$ cat src/design/stonyman_pkg.sv
package stonyman_pkg;

    ////////////////////////////////////////
    // Chip word types
    ////////////////////////////////////////
    typedef logic [2:0] reg_index_t;
    typedef logic [7:0] reg_value_t;
    typedef logic [6:0] pixel_coord_t;

    // Register map by chip pointer value
    localparam reg_index_t COLSEL_IDX = 3'd0;
    localparam reg_index_t ROWSEL_IDX = 3'd1;
    localparam reg_index_t VSW_IDX    = 3'd2;
    localparam reg_index_t HSW_IDX    = 3'd3;
    localparam reg_index_t VREF_IDX   = 3'd4;
    localparam reg_index_t CONFIG_IDX = 3'd5;
    localparam reg_index_t NBIAS_IDX  = 3'd6;
    localparam reg_index_t AOBIAS_IDX = 3'd7;

    localparam int NUM_REGS       = 8;
    localparam int ROW_RESOLUTION = 112;
    localparam int COL_RESOLUTION = 112;
    localparam int SWITCH_WIDTH   = 8;
    localparam int BIAS_WIDTH     = 6;

    ////////////////////////////////////////
    // Pulse shape
    ////////////////////////////////////////
    localparam int PULSE_HIGH_CYCLES = 1;
    localparam int PULSE_CNT_WIDTH   = $clog2(PULSE_HIGH_CYCLES + 1);
    localparam logic [PULSE_CNT_WIDTH-1:0] PULSE_CNT_LOAD =
        PULSE_CNT_WIDTH'(PULSE_HIGH_CYCLES - 1);

    // Pin driver states
    localparam int DRV_STATE_WIDTH = 2;
    localparam logic [DRV_STATE_WIDTH-1:0] DRV_IDLE = 2'd0;
    localparam logic [DRV_STATE_WIDTH-1:0] DRV_HIGH = 2'd1;
    localparam logic [DRV_STATE_WIDTH-1:0] DRV_LOW  = 2'd2;
    localparam logic [DRV_STATE_WIDTH-1:0] DRV_ACK  = 2'd3;

    // Sequencer states
    localparam int SEQ_STATE_WIDTH = 4;
    localparam logic [SEQ_STATE_WIDTH-1:0] SEQ_INIT_RESET = 4'd0;
    localparam logic [SEQ_STATE_WIDTH-1:0] SEQ_INIT_PTR   = 4'd1;
    localparam logic [SEQ_STATE_WIDTH-1:0] SEQ_INIT_VAL   = 4'd2;
    localparam logic [SEQ_STATE_WIDTH-1:0] SEQ_IDLE       = 4'd3;
    localparam logic [SEQ_STATE_WIDTH-1:0] SEQ_ROW_PTR    = 4'd4;
    localparam logic [SEQ_STATE_WIDTH-1:0] SEQ_ROW_VAL    = 4'd5;
    localparam logic [SEQ_STATE_WIDTH-1:0] SEQ_COL_PTR    = 4'd6;
    localparam logic [SEQ_STATE_WIDTH-1:0] SEQ_COL_VAL    = 4'd7;
    localparam logic [SEQ_STATE_WIDTH-1:0] SEQ_ADC_WAIT   = 4'd8;

endpackage

$ cat src/design/stonyman_pin_driver.sv
`timescale 1ns/100ps

module stonyman_pin_driver
    import stonyman_pkg::*;
(
    input  logic       clk,
    input  logic       reset,

    // Command from the sequencer
    input  logic       cmd_req,
    input  logic       cmd_is_value,
    input  logic       cmd_force_reset,
    input  reg_value_t cmd_target,
    output logic       cmd_ack,

    // Chip pulse lines
    output logic       resp,
    output logic       incp,
    output logic       resv,
    output logic       incv
);

    logic [DRV_STATE_WIDTH-1:0] drv_state;
    logic [PULSE_CNT_WIDTH-1:0] phase_cnt;
    logic                       pulse_reset;

    // Shadow of the chip state
    reg_index_t shadow_ptr;
    reg_value_t shadow_regs [NUM_REGS];

    reg_value_t cur_value;
    logic       at_target;
    logic       above_target;
    logic       pulse_on;

    ////////////////////////////////////////
    // Compare against the commanded target
    ////////////////////////////////////////
    always_comb begin
        if (cmd_is_value) begin
            cur_value = shadow_regs[shadow_ptr];
        end else begin
            cur_value = reg_value_t'(shadow_ptr);
        end
    end

    assign at_target    = (cur_value == cmd_target);
    assign above_target = (cur_value > cmd_target);

    ////////////////////////////////////////
    // Pin decode
    ////////////////////////////////////////
    assign pulse_on = (drv_state == DRV_HIGH);
    assign resp     = pulse_on && pulse_reset && !cmd_is_value;
    assign incp     = pulse_on && !pulse_reset && !cmd_is_value;
    assign resv     = pulse_on && pulse_reset && cmd_is_value;
    assign incv     = pulse_on && !pulse_reset && cmd_is_value;
    assign cmd_ack  = (drv_state == DRV_ACK);

    always_ff @(posedge clk) begin
        if (reset) begin
            drv_state   <= DRV_IDLE;
            phase_cnt   <= '0;
            pulse_reset <= 1'b0;
            shadow_ptr  <= '0;
            for (int i = 0; i < NUM_REGS; i++) begin
                shadow_regs[i] <= '0;
            end
        end else begin
            case (drv_state)
                DRV_IDLE: begin
                    if (cmd_req) begin
                        if (cmd_force_reset) begin
                            // Forced commands always open with a reset pulse
                            pulse_reset <= 1'b1;
                            phase_cnt   <= PULSE_CNT_LOAD;
                            drv_state   <= DRV_HIGH;
                        end else if (at_target) begin
                            drv_state <= DRV_ACK;
                        end else begin
                            pulse_reset <= above_target;
                            phase_cnt   <= PULSE_CNT_LOAD;
                            drv_state   <= DRV_HIGH;
                        end
                    end
                end
                DRV_HIGH: begin
                    if (phase_cnt == '0) begin
                        drv_state <= DRV_LOW;
                        // Chip acts on the falling edge
                        if (cmd_is_value) begin
                            if (pulse_reset) begin
                                shadow_regs[shadow_ptr] <= '0;
                            end else begin
                                shadow_regs[shadow_ptr] <= shadow_regs[shadow_ptr] +
                                                           reg_value_t'(1);
                            end
                        end else begin
                            if (pulse_reset) begin
                                shadow_ptr <= '0;
                            end else begin
                                shadow_ptr <= shadow_ptr + reg_index_t'(1);
                            end
                        end
                    end else begin
                        phase_cnt <= phase_cnt - 1'b1;
                    end
                end
                DRV_LOW: begin
                    // One low cycle before the next pulse or the ack
                    if (at_target) begin
                        drv_state <= DRV_ACK;
                    end else begin
                        pulse_reset <= above_target;
                        phase_cnt   <= PULSE_CNT_LOAD;
                        drv_state   <= DRV_HIGH;
                    end
                end
                DRV_ACK: begin
                    if (!cmd_req) begin
                        drv_state <= DRV_IDLE;
                    end
                end
                default: begin
                    drv_state <= DRV_IDLE;
                end
            endcase
        end
    end

endmodule

$ cat src/design/stonyman_sequencer.sv
`timescale 1ns/100ps

module stonyman_sequencer
    import stonyman_pkg::*;
(
    input  logic         clk,
    input  logic         reset,

    // Host and ADC
    input  logic         frame_capture_start,
    input  logic         capture_pixel,
    input  logic         adc_capture_done,
    output logic         frame_capture_done,
    output logic         adc_capture_start,
    output pixel_coord_t pixel_row,
    output pixel_coord_t pixel_col,

    // Settings lookup
    output reg_index_t   setting_sel,
    input  reg_value_t   setting_value,

    // Command to the pin driver
    output logic         cmd_req,
    output logic         cmd_is_value,
    output logic         cmd_force_reset,
    output reg_value_t   cmd_target,
    input  logic         cmd_ack
);

    logic [SEQ_STATE_WIDTH-1:0] state;
    logic [2:0]                 init_step;
    reg_index_t                 init_idx;
    logic                       cmd_state;
    logic                       cmd_done;
    logic                       last_col;
    logic                       last_row;
    logic                       pixel_advance;

    // Init walks the registers in chip bring-up order
    always_comb begin
        case (init_step)
            3'd0:    init_idx = COLSEL_IDX;
            3'd1:    init_idx = ROWSEL_IDX;
            3'd2:    init_idx = VSW_IDX;
            3'd3:    init_idx = HSW_IDX;
            3'd4:    init_idx = VREF_IDX;
            3'd5:    init_idx = NBIAS_IDX;
            3'd6:    init_idx = AOBIAS_IDX;
            default: init_idx = CONFIG_IDX;
        endcase
    end

    // Col and row select read back as zero
    assign setting_sel = init_idx;

    assign cmd_state = state inside {SEQ_INIT_RESET, SEQ_INIT_PTR, SEQ_INIT_VAL,
                                     SEQ_ROW_PTR, SEQ_ROW_VAL, SEQ_COL_PTR, SEQ_COL_VAL};
    assign cmd_done  = cmd_req && cmd_ack;
    assign last_col  = (pixel_col == pixel_coord_t'(COL_RESOLUTION - 1));
    assign last_row  = (pixel_row == pixel_coord_t'(ROW_RESOLUTION - 1));

    // Pixel finished by a mask skip or by a conversion
    assign pixel_advance = (state == SEQ_COL_VAL && cmd_done && !capture_pixel) ||
                           (state == SEQ_ADC_WAIT && adc_capture_done);

    ////////////////////////////////////////
    // Command fields held stable per state
    ////////////////////////////////////////
    always_comb begin
        cmd_is_value    = 1'b0;
        cmd_force_reset = 1'b0;
        cmd_target      = '0;
        case (state)
            SEQ_INIT_RESET: cmd_force_reset = 1'b1;
            SEQ_INIT_PTR:   cmd_target = reg_value_t'(init_idx);
            SEQ_INIT_VAL: begin
                cmd_is_value    = 1'b1;
                cmd_force_reset = 1'b1;
                cmd_target      = setting_value;
            end
            SEQ_ROW_PTR:    cmd_target = reg_value_t'(ROWSEL_IDX);
            SEQ_ROW_VAL: begin
                cmd_is_value = 1'b1;
                cmd_target   = reg_value_t'(pixel_row);
            end
            SEQ_COL_PTR:    cmd_target = reg_value_t'(COLSEL_IDX);
            SEQ_COL_VAL: begin
                cmd_is_value = 1'b1;
                cmd_target   = reg_value_t'(pixel_col);
            end
            default: ;
        endcase
    end

    ////////////////////////////////////////
    // Main FSM
    ////////////////////////////////////////
    always_ff @(posedge clk) begin
        if (reset) begin
            state              <= SEQ_INIT_RESET;
            init_step          <= '0;
            pixel_row          <= '0;
            pixel_col          <= '0;
            cmd_req            <= 1'b0;
            adc_capture_start  <= 1'b0;
            frame_capture_done <= 1'b0;
        end else begin
            adc_capture_start  <= 1'b0;
            frame_capture_done <= 1'b0;

            // New request only after the previous ack has dropped
            if (cmd_state && !cmd_req && !cmd_ack) begin
                cmd_req <= 1'b1;
            end else if (cmd_done) begin
                cmd_req <= 1'b0;
            end

            case (state)
                SEQ_INIT_RESET: if (cmd_done) state <= SEQ_INIT_PTR;
                SEQ_INIT_PTR:   if (cmd_done) state <= SEQ_INIT_VAL;
                SEQ_INIT_VAL: begin
                    if (cmd_done) begin
                        if (init_step == 3'(NUM_REGS - 1)) begin
                            state <= SEQ_IDLE;
                        end else begin
                            init_step <= init_step + 3'd1;
                            state     <= SEQ_INIT_PTR;
                        end
                    end
                end
                SEQ_IDLE: begin
                    if (frame_capture_start) begin
                        pixel_row <= '0;
                        pixel_col <= '0;
                        state     <= SEQ_ROW_PTR;
                    end
                end
                SEQ_ROW_PTR: if (cmd_done) state <= SEQ_ROW_VAL;
                SEQ_ROW_VAL: if (cmd_done) state <= SEQ_COL_PTR;
                SEQ_COL_PTR: if (cmd_done) state <= SEQ_COL_VAL;
                SEQ_COL_VAL: begin
                    if (cmd_done && capture_pixel) begin
                        adc_capture_start <= 1'b1;
                        state             <= SEQ_ADC_WAIT;
                    end
                end
                SEQ_ADC_WAIT: ;
                default: state <= SEQ_INIT_RESET;
            endcase

            // Raster stepping
            if (pixel_advance) begin
                if (!last_col) begin
                    pixel_col <= pixel_col + pixel_coord_t'(1);
                    state     <= SEQ_COL_VAL;
                end else if (!last_row) begin
                    pixel_col <= '0;
                    pixel_row <= pixel_row + pixel_coord_t'(1);
                    state     <= SEQ_ROW_PTR;
                end else begin
                    pixel_col          <= '0;
                    pixel_row          <= '0;
                    frame_capture_done <= 1'b1;
                    state              <= SEQ_IDLE;
                end
            end
        end
    end

endmodule

$ cat src/design/stonyman_settings.sv
`timescale 1ns/100ps

module stonyman_settings
    import stonyman_pkg::*;
(
    input  logic                    clk,
    input  logic                    reset,
    input  logic [SWITCH_WIDTH-1:0] vsw_value,
    input  logic [SWITCH_WIDTH-1:0] hsw_value,
    input  logic [BIAS_WIDTH-1:0]   vref_value,
    input  logic [BIAS_WIDTH-1:0]   config_value,
    input  logic [BIAS_WIDTH-1:0]   nbias_value,
    input  logic [BIAS_WIDTH-1:0]   aobias_value,
    input  reg_index_t              setting_sel,
    output reg_value_t              setting_value
);

    logic [SWITCH_WIDTH-1:0] vsw_q;
    logic [SWITCH_WIDTH-1:0] hsw_q;
    logic [BIAS_WIDTH-1:0]   vref_q;
    logic [BIAS_WIDTH-1:0]   config_q;
    logic [BIAS_WIDTH-1:0]   nbias_q;
    logic [BIAS_WIDTH-1:0]   aobias_q;

    // Track the host settings while reset is held, freeze on release
    always_ff @(posedge clk) begin
        if (reset) begin
            vsw_q    <= vsw_value;
            hsw_q    <= hsw_value;
            vref_q   <= vref_value;
            config_q <= config_value;
            nbias_q  <= nbias_value;
            aobias_q <= aobias_value;
        end
    end

    // Select by chip register number
    always_comb begin
        case (setting_sel)
            COLSEL_IDX: setting_value = '0;
            ROWSEL_IDX: setting_value = '0;
            VSW_IDX:    setting_value = reg_value_t'(vsw_q);
            HSW_IDX:    setting_value = reg_value_t'(hsw_q);
            VREF_IDX:   setting_value = reg_value_t'(vref_q);
            CONFIG_IDX: setting_value = reg_value_t'(config_q);
            NBIAS_IDX:  setting_value = reg_value_t'(nbias_q);
            default:    setting_value = reg_value_t'(aobias_q);
        endcase
    end

endmodule

$ cat src/design/stonyman_top.sv
`timescale 1ns/100ps

module stonyman_top
    import stonyman_pkg::*;
(
    input  logic                    clk,
    input  logic                    reset,

    // Host control
    input  logic                    frame_capture_start,
    output logic                    frame_capture_done,
    input  logic                    capture_pixel,
    output pixel_coord_t            pixel_row,
    output pixel_coord_t            pixel_col,

    // Settings, sampled during reset
    input  logic [SWITCH_WIDTH-1:0] vsw_value,
    input  logic [SWITCH_WIDTH-1:0] hsw_value,
    input  logic [BIAS_WIDTH-1:0]   vref_value,
    input  logic [BIAS_WIDTH-1:0]   config_value,
    input  logic [BIAS_WIDTH-1:0]   nbias_value,
    input  logic [BIAS_WIDTH-1:0]   aobias_value,

    // External ADC
    output logic                    adc_capture_start,
    input  logic                    adc_capture_done,

    // Imager pins
    output logic                    resp,
    output logic                    incp,
    output logic                    resv,
    output logic                    incv
);

    reg_index_t setting_sel;
    reg_value_t setting_value;
    logic       cmd_req;
    logic       cmd_is_value;
    logic       cmd_force_reset;
    reg_value_t cmd_target;
    logic       cmd_ack;

    stonyman_settings u_settings (
        .clk           (clk),
        .reset         (reset),
        .vsw_value     (vsw_value),
        .hsw_value     (hsw_value),
        .vref_value    (vref_value),
        .config_value  (config_value),
        .nbias_value   (nbias_value),
        .aobias_value  (aobias_value),
        .setting_sel   (setting_sel),
        .setting_value (setting_value)
    );

    stonyman_sequencer u_sequencer (
        .clk                 (clk),
        .reset               (reset),
        .frame_capture_start (frame_capture_start),
        .capture_pixel       (capture_pixel),
        .adc_capture_done    (adc_capture_done),
        .frame_capture_done  (frame_capture_done),
        .adc_capture_start   (adc_capture_start),
        .pixel_row           (pixel_row),
        .pixel_col           (pixel_col),
        .setting_sel         (setting_sel),
        .setting_value       (setting_value),
        .cmd_req             (cmd_req),
        .cmd_is_value        (cmd_is_value),
        .cmd_force_reset     (cmd_force_reset),
        .cmd_target          (cmd_target),
        .cmd_ack             (cmd_ack)
    );

    stonyman_pin_driver u_pin_driver (
        .clk             (clk),
        .reset           (reset),
        .cmd_req         (cmd_req),
        .cmd_is_value    (cmd_is_value),
        .cmd_force_reset (cmd_force_reset),
        .cmd_target      (cmd_target),
        .cmd_ack         (cmd_ack),
        .resp            (resp),
        .incp            (incp),
        .resv            (resv),
        .incv            (incv)
    );

endmodule

$ cat config.mk
export PLATFORM = sky130hd
export DESIGN_NAME = stonyman_top
export DESIGN_NICKNAME = d
export VERILOG_FILES = /design/src/design/stonyman_pkg.sv /design/src/design/stonyman_pin_driver.sv /design/src/design/stonyman_sequencer.sv /design/src/design/stonyman_settings.sv /design/src/design/stonyman_top.sv
export SDC_FILE = /design/constraint.sdc
export NUM_CORES = 1
export LEC_CHECK = 0
export BUFFER_PORTS_ARGS = -buffer_cell sky130_fd_sc_hd__buf_2
export CORE_MARGIN = 5
export CORE_UTILIZATION = 60
export DETAILED_ROUTE_END_ITERATION = 8
export PLACE_DENSITY = 0.8
export SYNTH_ARGS = -nofsm -noshare
export SYNTH_HDL_FRONTEND = slang
export SYNTH_SLANG_ARGS = --single-unit
$ cat constraint.sdc
create_clock -name clk -period 8.6 [get_ports clk]
set_input_delay 1.72 -clock clk [delete_from_list [all_inputs] [get_ports clk]]
set_output_delay 1.72 -clock clk [all_outputs]
set_load 0.03 [all_outputs]
==> flow_metrics.py, run 1 <==
metrics = {
    "yosys": {
        "synth_fp_nets": 672,
        "ys_async_sr_fraction": 0,
        "avgSynthCellArea_um2": 11.71,
        "synth_edf_count": 104,
        "dominantRegCellSynth": "edfxtp_1",
        "synthCells": 604,
        "yosysSeqAreaShare": 0.5380,
        "ys_seq_elements": 138,
        "synth_cell_types": 76,
        "synth.cell_area_mm2": 0.007071,
        "yosysWarnings": 0,
    },
    "pwr": {
        "irDropWorstVdd_v": 0.0001746,
        "p_per_area_mw_per_mm2": 218.7,
        "total_power_mw": 1.751,
        "total_leakage_power_nw": 2.900,
    },
    "routing": {
        "routedWlPerCell_um": 19.72,
        "drt_wl_total_um": 16090,
        "drc_errors": 0,
        "route.vias.total": 5148,
        "ant_nets": 0,
        "vias_per_cell": 6.309,
        "drt_iter0_markers": 427,
        "firstDrtPassIters": 5,
    },
    "sta": {
        "hold_ws_ns": 0.5243,
        "fmax_ghz": 0.2333,
        "fin_crit_sh": 0.4985,
        "relSlewSlack": 0.3432,
        "fin_skew_ns": 0.008522,
        "hold_violations": 0,
        "finalCriticalPeriod_ns": 4.287,
        "setup_ws_ns": 4.313,
        "finalMaxSlewViolations": 0,
        "tightest_slew_ns": 0.9716,
        "tns_ns": 0,
        "grt_setup_unrepaired": "no",
        "setup-violations-final": 0,
    },
    "placement": {
        "dp_slack_ns": 4.541,
        "port_buffers": 64,
        "placed_area_mm2": 0.007417,
        "place_inst": 784,
        "hpwl_um": 11370,
        "gp_congestion": 0.8632,
    },
    "grt": {
        "grt_usage": 0.2346,
        "antenna_found_initial": 0,
        "overflow": 0,
        "grt_pass1_wl_um": 26030,
        "grt_max_degree": 82,
        "grt_pass1_vias": 5091,
    },
    "final_layout": {
        "fin_area_mm2": 0.008009,
        "fin_nets": 728,
        "instances_no_fill": 816,
        "drive_above_1_share": 0.2051,
        "antennaDiodeCount": 0,
        "synthToLayoutAreaGrowth_pct": 13.27,
        "final_util": 0.6984,
    },
    "run_status": {
        "status": "completed",
    },
    "clocking": {
        "path_clk_slew_ns": 0.06,
        "clk_latency_ns": 0.42,
        "htree_num_levels": 4,
        "cts_setup_buffers": 0,
        "clock_path_buffers": 2,
        "cts.sinks": 138,
        "ctsHoldBuffers": 0,
        "ctsResizeCount": 0,
        "cts_tree": "built",
        "cts_root_buf": "clkbuf_16",
        "cts_buffers": 17,
    },
    "setup_path": {
        "slowest_stage": "dfxtp_1",
        "timing.rr.start": "u_sequencer.init_step[0]",
        "startpoint": "u_sequencer.state[1]",
        "worstSetupEndpoint": "incv",
        "worst-setup-path-type": "reg2out",
        "slowest_delay_ns": 0.73,
        "regToRegEndpoint": "u_pin_driver.pulse_reset",
        "reg2reg_depth": 13,
        "worstSetupEndpointType": "output pin",
        "cp_cell_sequence": "or3b_4 -> a2111oi_4 -> buf_2",
        "crit_arrival_ns": 2.57,
        "worst_setup_path_start_kind": "register",
        "critPathRequiredTime_ns": 6.88,
        "crit_fanout": 20,
        "reg2reg_slack_ns": 4.51,
    },
    "floorplan": {
        "placementRows": 39,
        "core_mm2": 0.01147,
        "dieArea_mm2": 0.01406,
        "die_w_um": 118.6,
        "initial_core_util": 0.6166,
        "ios": 65,
        "die_height_um": 118.6,
    },
    "run": {
        "max_cap_violations": 0,
    },
    "worst_hold_path": {
        "hp-class": "reg2reg",
    },
}
## worst max-delay path: cells and delay by family, from the launching register on
family | cells | cell delay, ns
compound gates | 1 | 0.61
buf+inv | 1 | 0.31
simple gates | 1 | 0.49
flops | 1 | 0.73
## routing by layer
metal  GRT usage  routed length (µm)  vias to the layer above
met5           0                   0                        -
met2      0.3948                8327                      237
li1            -                   -                     2423
met1      0.2916                6267                     2464
met4     0.08363                 324                        0
met3     0.06447                1171                       24
## state kept, by name (all words and copies together), names as in the netlist, 2 cells and up, named ones only
| name | count |
|---|---|
| u_pin_driver.shadow_regs | 64 |
| u_settings.hsw_q | 8 |
| u_settings.vsw_q | 8 |
| u_sequencer.pixel_col | 7 |
| u_sequencer.pixel_row | 7 |
| u_settings.aobias_q | 6 |
| u_settings.config_q | 6 |
| u_settings.nbias_q | 6 |
| u_settings.vref_q | 6 |
| u_sequencer.state | 4 |
| u_pin_driver.shadow_ptr | 3 |
| u_sequencer.init_step | 3 |
| u_pin_driver.drv_state | 2 |
## final cells by class
class	count	area, µm²
fill	787	3458
inverter	14	52.55
clock inverter	10	85.08
sequential	138	3804
multi-input combinational	424	3054
clock buffer	22	506.7
timing repair buffer	65	327.8
tap	143	178.9
## report_power, final
group / switching (mW) / leakage (nW) / total [mW] / internal, mW
Combinational: 0.135 / 1.28 / 0.231 / 0.0959
Clock: 0.272 / 0.294 / 0.717 / 0.445
Sequential: 0.0481 / 1.33 / 0.803 / 0.755
Total: 0.455 / 2.90 / 1.75 / 1.30
## worst min path at each step
| stage | startpoint | endpoint | slack, ns | cells past startpoint |
|---|---|---|---|---|
| after floorplan | u_pin_driver.phase_cnt | u_pin_driver.phase_cnt | 0.49 | 1 |
| after global placement | u_sequencer.pixel_row[6] | u_sequencer.pixel_row[6] | 0.51 | 2 |
| after detailed placement | u_sequencer.pixel_row[6] | u_sequencer.pixel_row[6] | 0.52 | 2 |
| after CTS | u_sequencer.pixel_row[6] | u_sequencer.pixel_row[6] | 0.52 | 2 |
| after global routing | u_sequencer.pixel_col[6] | u_sequencer.pixel_col[6] | 0.56 | 2 |
| final | u_sequencer.pixel_row[6] | u_sequencer.pixel_row[6] | 0.52 | 2 |
## cell usage in the layout, fill, tap and decap left out, types with 5 or more instances in the layout
master	count
a211oi_1	5
a21oi_1	27
a221oi_1	6
a22o_1	5
and3_1	6
buf_2	64
clkbuf_16	19
dfxtp_1	34
edfxtp_1	104
ha_1	23
inv_1	14
mux2_2	6
mux2i_1	14
mux4_1	5
mux4_2	11
nand2_1	39
nand2b_1	10
nand3_1	21
nand3b_1	6
nand4_1	5
nor2_1	67
nor2b_1	5
nor3_1	39
o21ai_0	26
o22a_1	6
or3_1	7
## cells by family after synthesis
family | synth area share
buffers and inverters | 0.03008
and+or+nand+nor | 0.1816
muxes | 0.09131
xor gates and xnor gates | 0.006195
adders and majority gates | 0.04070
DFF | 0.5380
AOI/OAI and AO/OA | 0.1122
## Yosys cell counts (all sizes together) (3+ instances only)
master  count  area share
a211oi      5      0.0053
a21boi      5      0.0069
a21oi      28       0.020
a221oi      6      0.0074
a22o        5      0.0062
a311oi      4      0.0050
and2        4      0.0035
and3        6      0.0053
and3b       3      0.0037
and4        3      0.0037
buf         9       0.013
clkbuf     19       0.010
dfxtp      34       0.096
edfxtp    104        0.44
ha         23       0.041
inv        14      0.0074
mux2        6      0.0096
mux2i      17       0.028
mux4       16       0.054
nand2      43       0.025
nand2b     10      0.0088
nand3      21       0.015
nand3b      6      0.0064
nand4       5      0.0044
nand4b      4      0.0050
nor2       68       0.036
nor2b       5      0.0044
nor3       42       0.033
nor3b       4      0.0058
nor4        4      0.0035
o211ai      3      0.0032
o21a        4      0.0042
o21ai      26       0.018
o22a        6      0.0074
or3         7      0.0062
xor2        3      0.0037
Power figures use the tool's default switching activity.
==> run 2, diff against run 1 <==
Clock period 8.6 ns to 4.3 ns, I/O delays scaled along.
==> run 2 against run 1 <==
  * Flip-flop and latch count is the same
  * Final cell count is 0.74% higher
  * Register-to-register slack lost 4.1 ns
  * Core utilization is 0.43 points higher
  * Critical path depth rose by 10
  * Critical path type is now reg2reg
==> flow_metrics.py, run 2 (synthesis results as in run 1) <==
metrics = {
    "sta": {
        "grt_setup_unrepaired": "no",
        "fmax_ghz": 0.2572,
        "hold_violations": 0,
        "relSlewSlack": 0.3925,
        "finalMaxSlewViolations": 0,
        "finalCriticalPeriod_ns": 3.888,
        "setup-violations-final": 0,
        "fin_crit_sh": 0.9042,
        "fin_skew_ns": 0.007189,
        "tns_ns": 0,
        "tightest_slew_ns": 0.8986,
    },
    "pwr": {
        "total_power_mw": 3.563,
        "p_per_area_mw_per_mm2": 442.1,
        "irDropWorstVdd_v": 0.0003638,
        "total_leakage_power_nw": 2.919,
    },
    "routing": {
        "firstDrtPassIters": 5,
        "vias_per_cell": 6.414,
        "top_layer_used": "met4",
        "wl_met1_um": 6264,
        "route.vias.total": 5272,
        "drc_errors": 0,
        "drt_wl_total_um": 16800,
        "wl_met2_um": 8717,
        "wl_met3_um": 1212,
        "ant_nets": 0,
        "routedWlPerCell_um": 20.44,
        "drt_iter0_markers": 437,
    },
    "setup_path": {
        "crit_fanout": 11,
        "critPathRequiredTime_ns": 4.58,
        "worst-setup-path-type": "reg2reg",
        "timing.rr.start": "u_sequencer.init_step[0]",
        "regToRegEndpoint": "u_pin_driver.pulse_reset",
        "crit_arrival_ns": 4.16,
        "worstSetupEndpointType": "register",
        "reg2reg_depth": 13,
        "worst_setup_path_start_kind": "register",
        "reg2reg_slack_ns": 0.41,
    },
    "worst_hold_path": {
        "worstHoldStart": "u_sequencer.pixel_col[1]",
        "hold_end": "u_sequencer.pixel_col[1]",
        "hold_path_depth": 2,
        "hp-class": "reg2reg",
    },
    "final_layout": {
        "reg_top3": "u_pin_driver.shadow_regs x64, u_settings.hsw_q x8, u_settings.vsw_q x8",
        "drive_above_1_share": 0.2106,
        "max_flop_register": "u_pin_driver.shadow_regs",
        "most-common-layout-cells": "104 x edfxtp_1, 67 x nor2_1, 64 x buf_2, 39 x nand2_1, 39 x nor3_1",
        "largest_register_ffs": 64,
        "fin_area_mm2": 0.008058,
        "final_common_cell": "edfxtp_1",
        "synthToLayoutAreaGrowth_pct": 13.96,
        "fin_nets": 734,
        "fillCellCount": 796,
        "antennaDiodeCount": 0,
    },
    "placement": {
        "gp_congestion": 0.9468,
        "hpwl_um": 11570,
        "placed_area_mm2": 0.007462,
        "port_buffers": 64,
    },
    "clocking": {
        "htree_num_levels": 4,
        "cts.sinks": 138,
        "clock_path_buffers": 2,
        "cts_root_buf": "clkbuf_16",
        "clk_latency_ns": 0.43,
        "cts_buffers": 17,
        "ctsHoldBuffers": 0,
        "cts_tree": "built",
        "ctsResizeCount": 0,
        "cts_setup_buffers": 0,
        "path_clk_slew_ns": 0.06,
    },
    "grt": {
        "grt_pass1_vias": 5337,
        "grt_usage": 0.2475,
        "antenna_found_initial": 0,
        "grt_pass1_wl_um": 27240,
        "overflow": 0,
        "grt_max_degree": 72,
    },
    "floorplan": {
        "die_w_um": 118.6,
        "initial_core_util": 0.6166,
        "placementRows": 39,
        "core_mm2": 0.01147,
        "dieArea_mm2": 0.01406,
        "ios": 65,
        "die_height_um": 118.6,
    },
    "run_status": {
        "status": "completed",
    },
    "run": {
        "max_cap_violations": 0,
    },
}
==> run 2: worst max path at each step <==
stage,from,endpoint,depth (start not counted)
2_1_floorplan,u_sequencer.init_step[0],u_pin_driver.pulse_reset,14
3_3_place_gp,u_sequencer.init_step[0],u_pin_driver.pulse_reset,13
3_5_place_dp,u_sequencer.init_step[0],u_pin_driver.pulse_reset,13
4_1_cts,u_sequencer.init_step[0],u_pin_driver.pulse_reset,13
5_1_grt,u_sequencer.init_step[2],u_pin_driver.pulse_reset,11
6_report,u_sequencer.init_step[0],u_pin_driver.pulse_reset,13
==> run 2: power by group <==
| group | switching (mW) | internal, mW |
|---|---|---|
| Sequential | 0.0840 | 1.51 |
| Combinational | 0.281 | 0.203 |
| Clock | 0.559 | 0.926 |
| Total | 0.924 | 2.64 |
==> run 2: cell type report <==
type	count	area [µm²]	share of cell area
Timing Repair Buffer	71	372.9	0.04627
Sequential cell	138	3804	0.4720
Inverter	14	52.55	0.006522
Clock inverter	11	145.1	0.01801
Clock buffer	21	450.4	0.05590
Tap cell	143	178.9	0.02221
Multi-Input combinational cell	424	3054	0.3790
==> run 2: per-stage QoR <==
step / cells / setup slack [ns] / utilization / hold WS [ns]
detailed placement: 790 / 0.5066 / 0.6507 / 0.5179
finish: 822 / 0.4118 / 0.7027 / 0.5411
CTS: 822 / 0.4641 / 0.7027 / 0.5363
global route: 822 / 0.05069 / 0.7027 / 0.5446
floorplan: 604 / 0.8550 / - / 0.4923
global placement: 790 / 0.7119 / 0.6507 / 0.5004
==> run 2: worst max-delay path, cell delays in order, from the launching register on <==
cell      delay (ns)
dfxtp_1         0.41
inv_1           0.14
ha_1            0.35
o21ba_2         0.27
nor4b_1         0.78
a22o_1          0.28
a221oi_1        0.06
o21ba_2         0.25
ha_1            0.29
and4_1          0.19
and2_1          0.22
o21ai_0         0.11
a311oi_1        0.31
a311oi_1        0.08
==> run 2: routing by layer <==
metal / track usage / vias to the layer above
met3: 0.05301 / 48
met2: 0.4234 / 261
met1: 0.2943 / 2524
li1: - / 2439
met5: 0 / -
met4: 0.1269 / 0
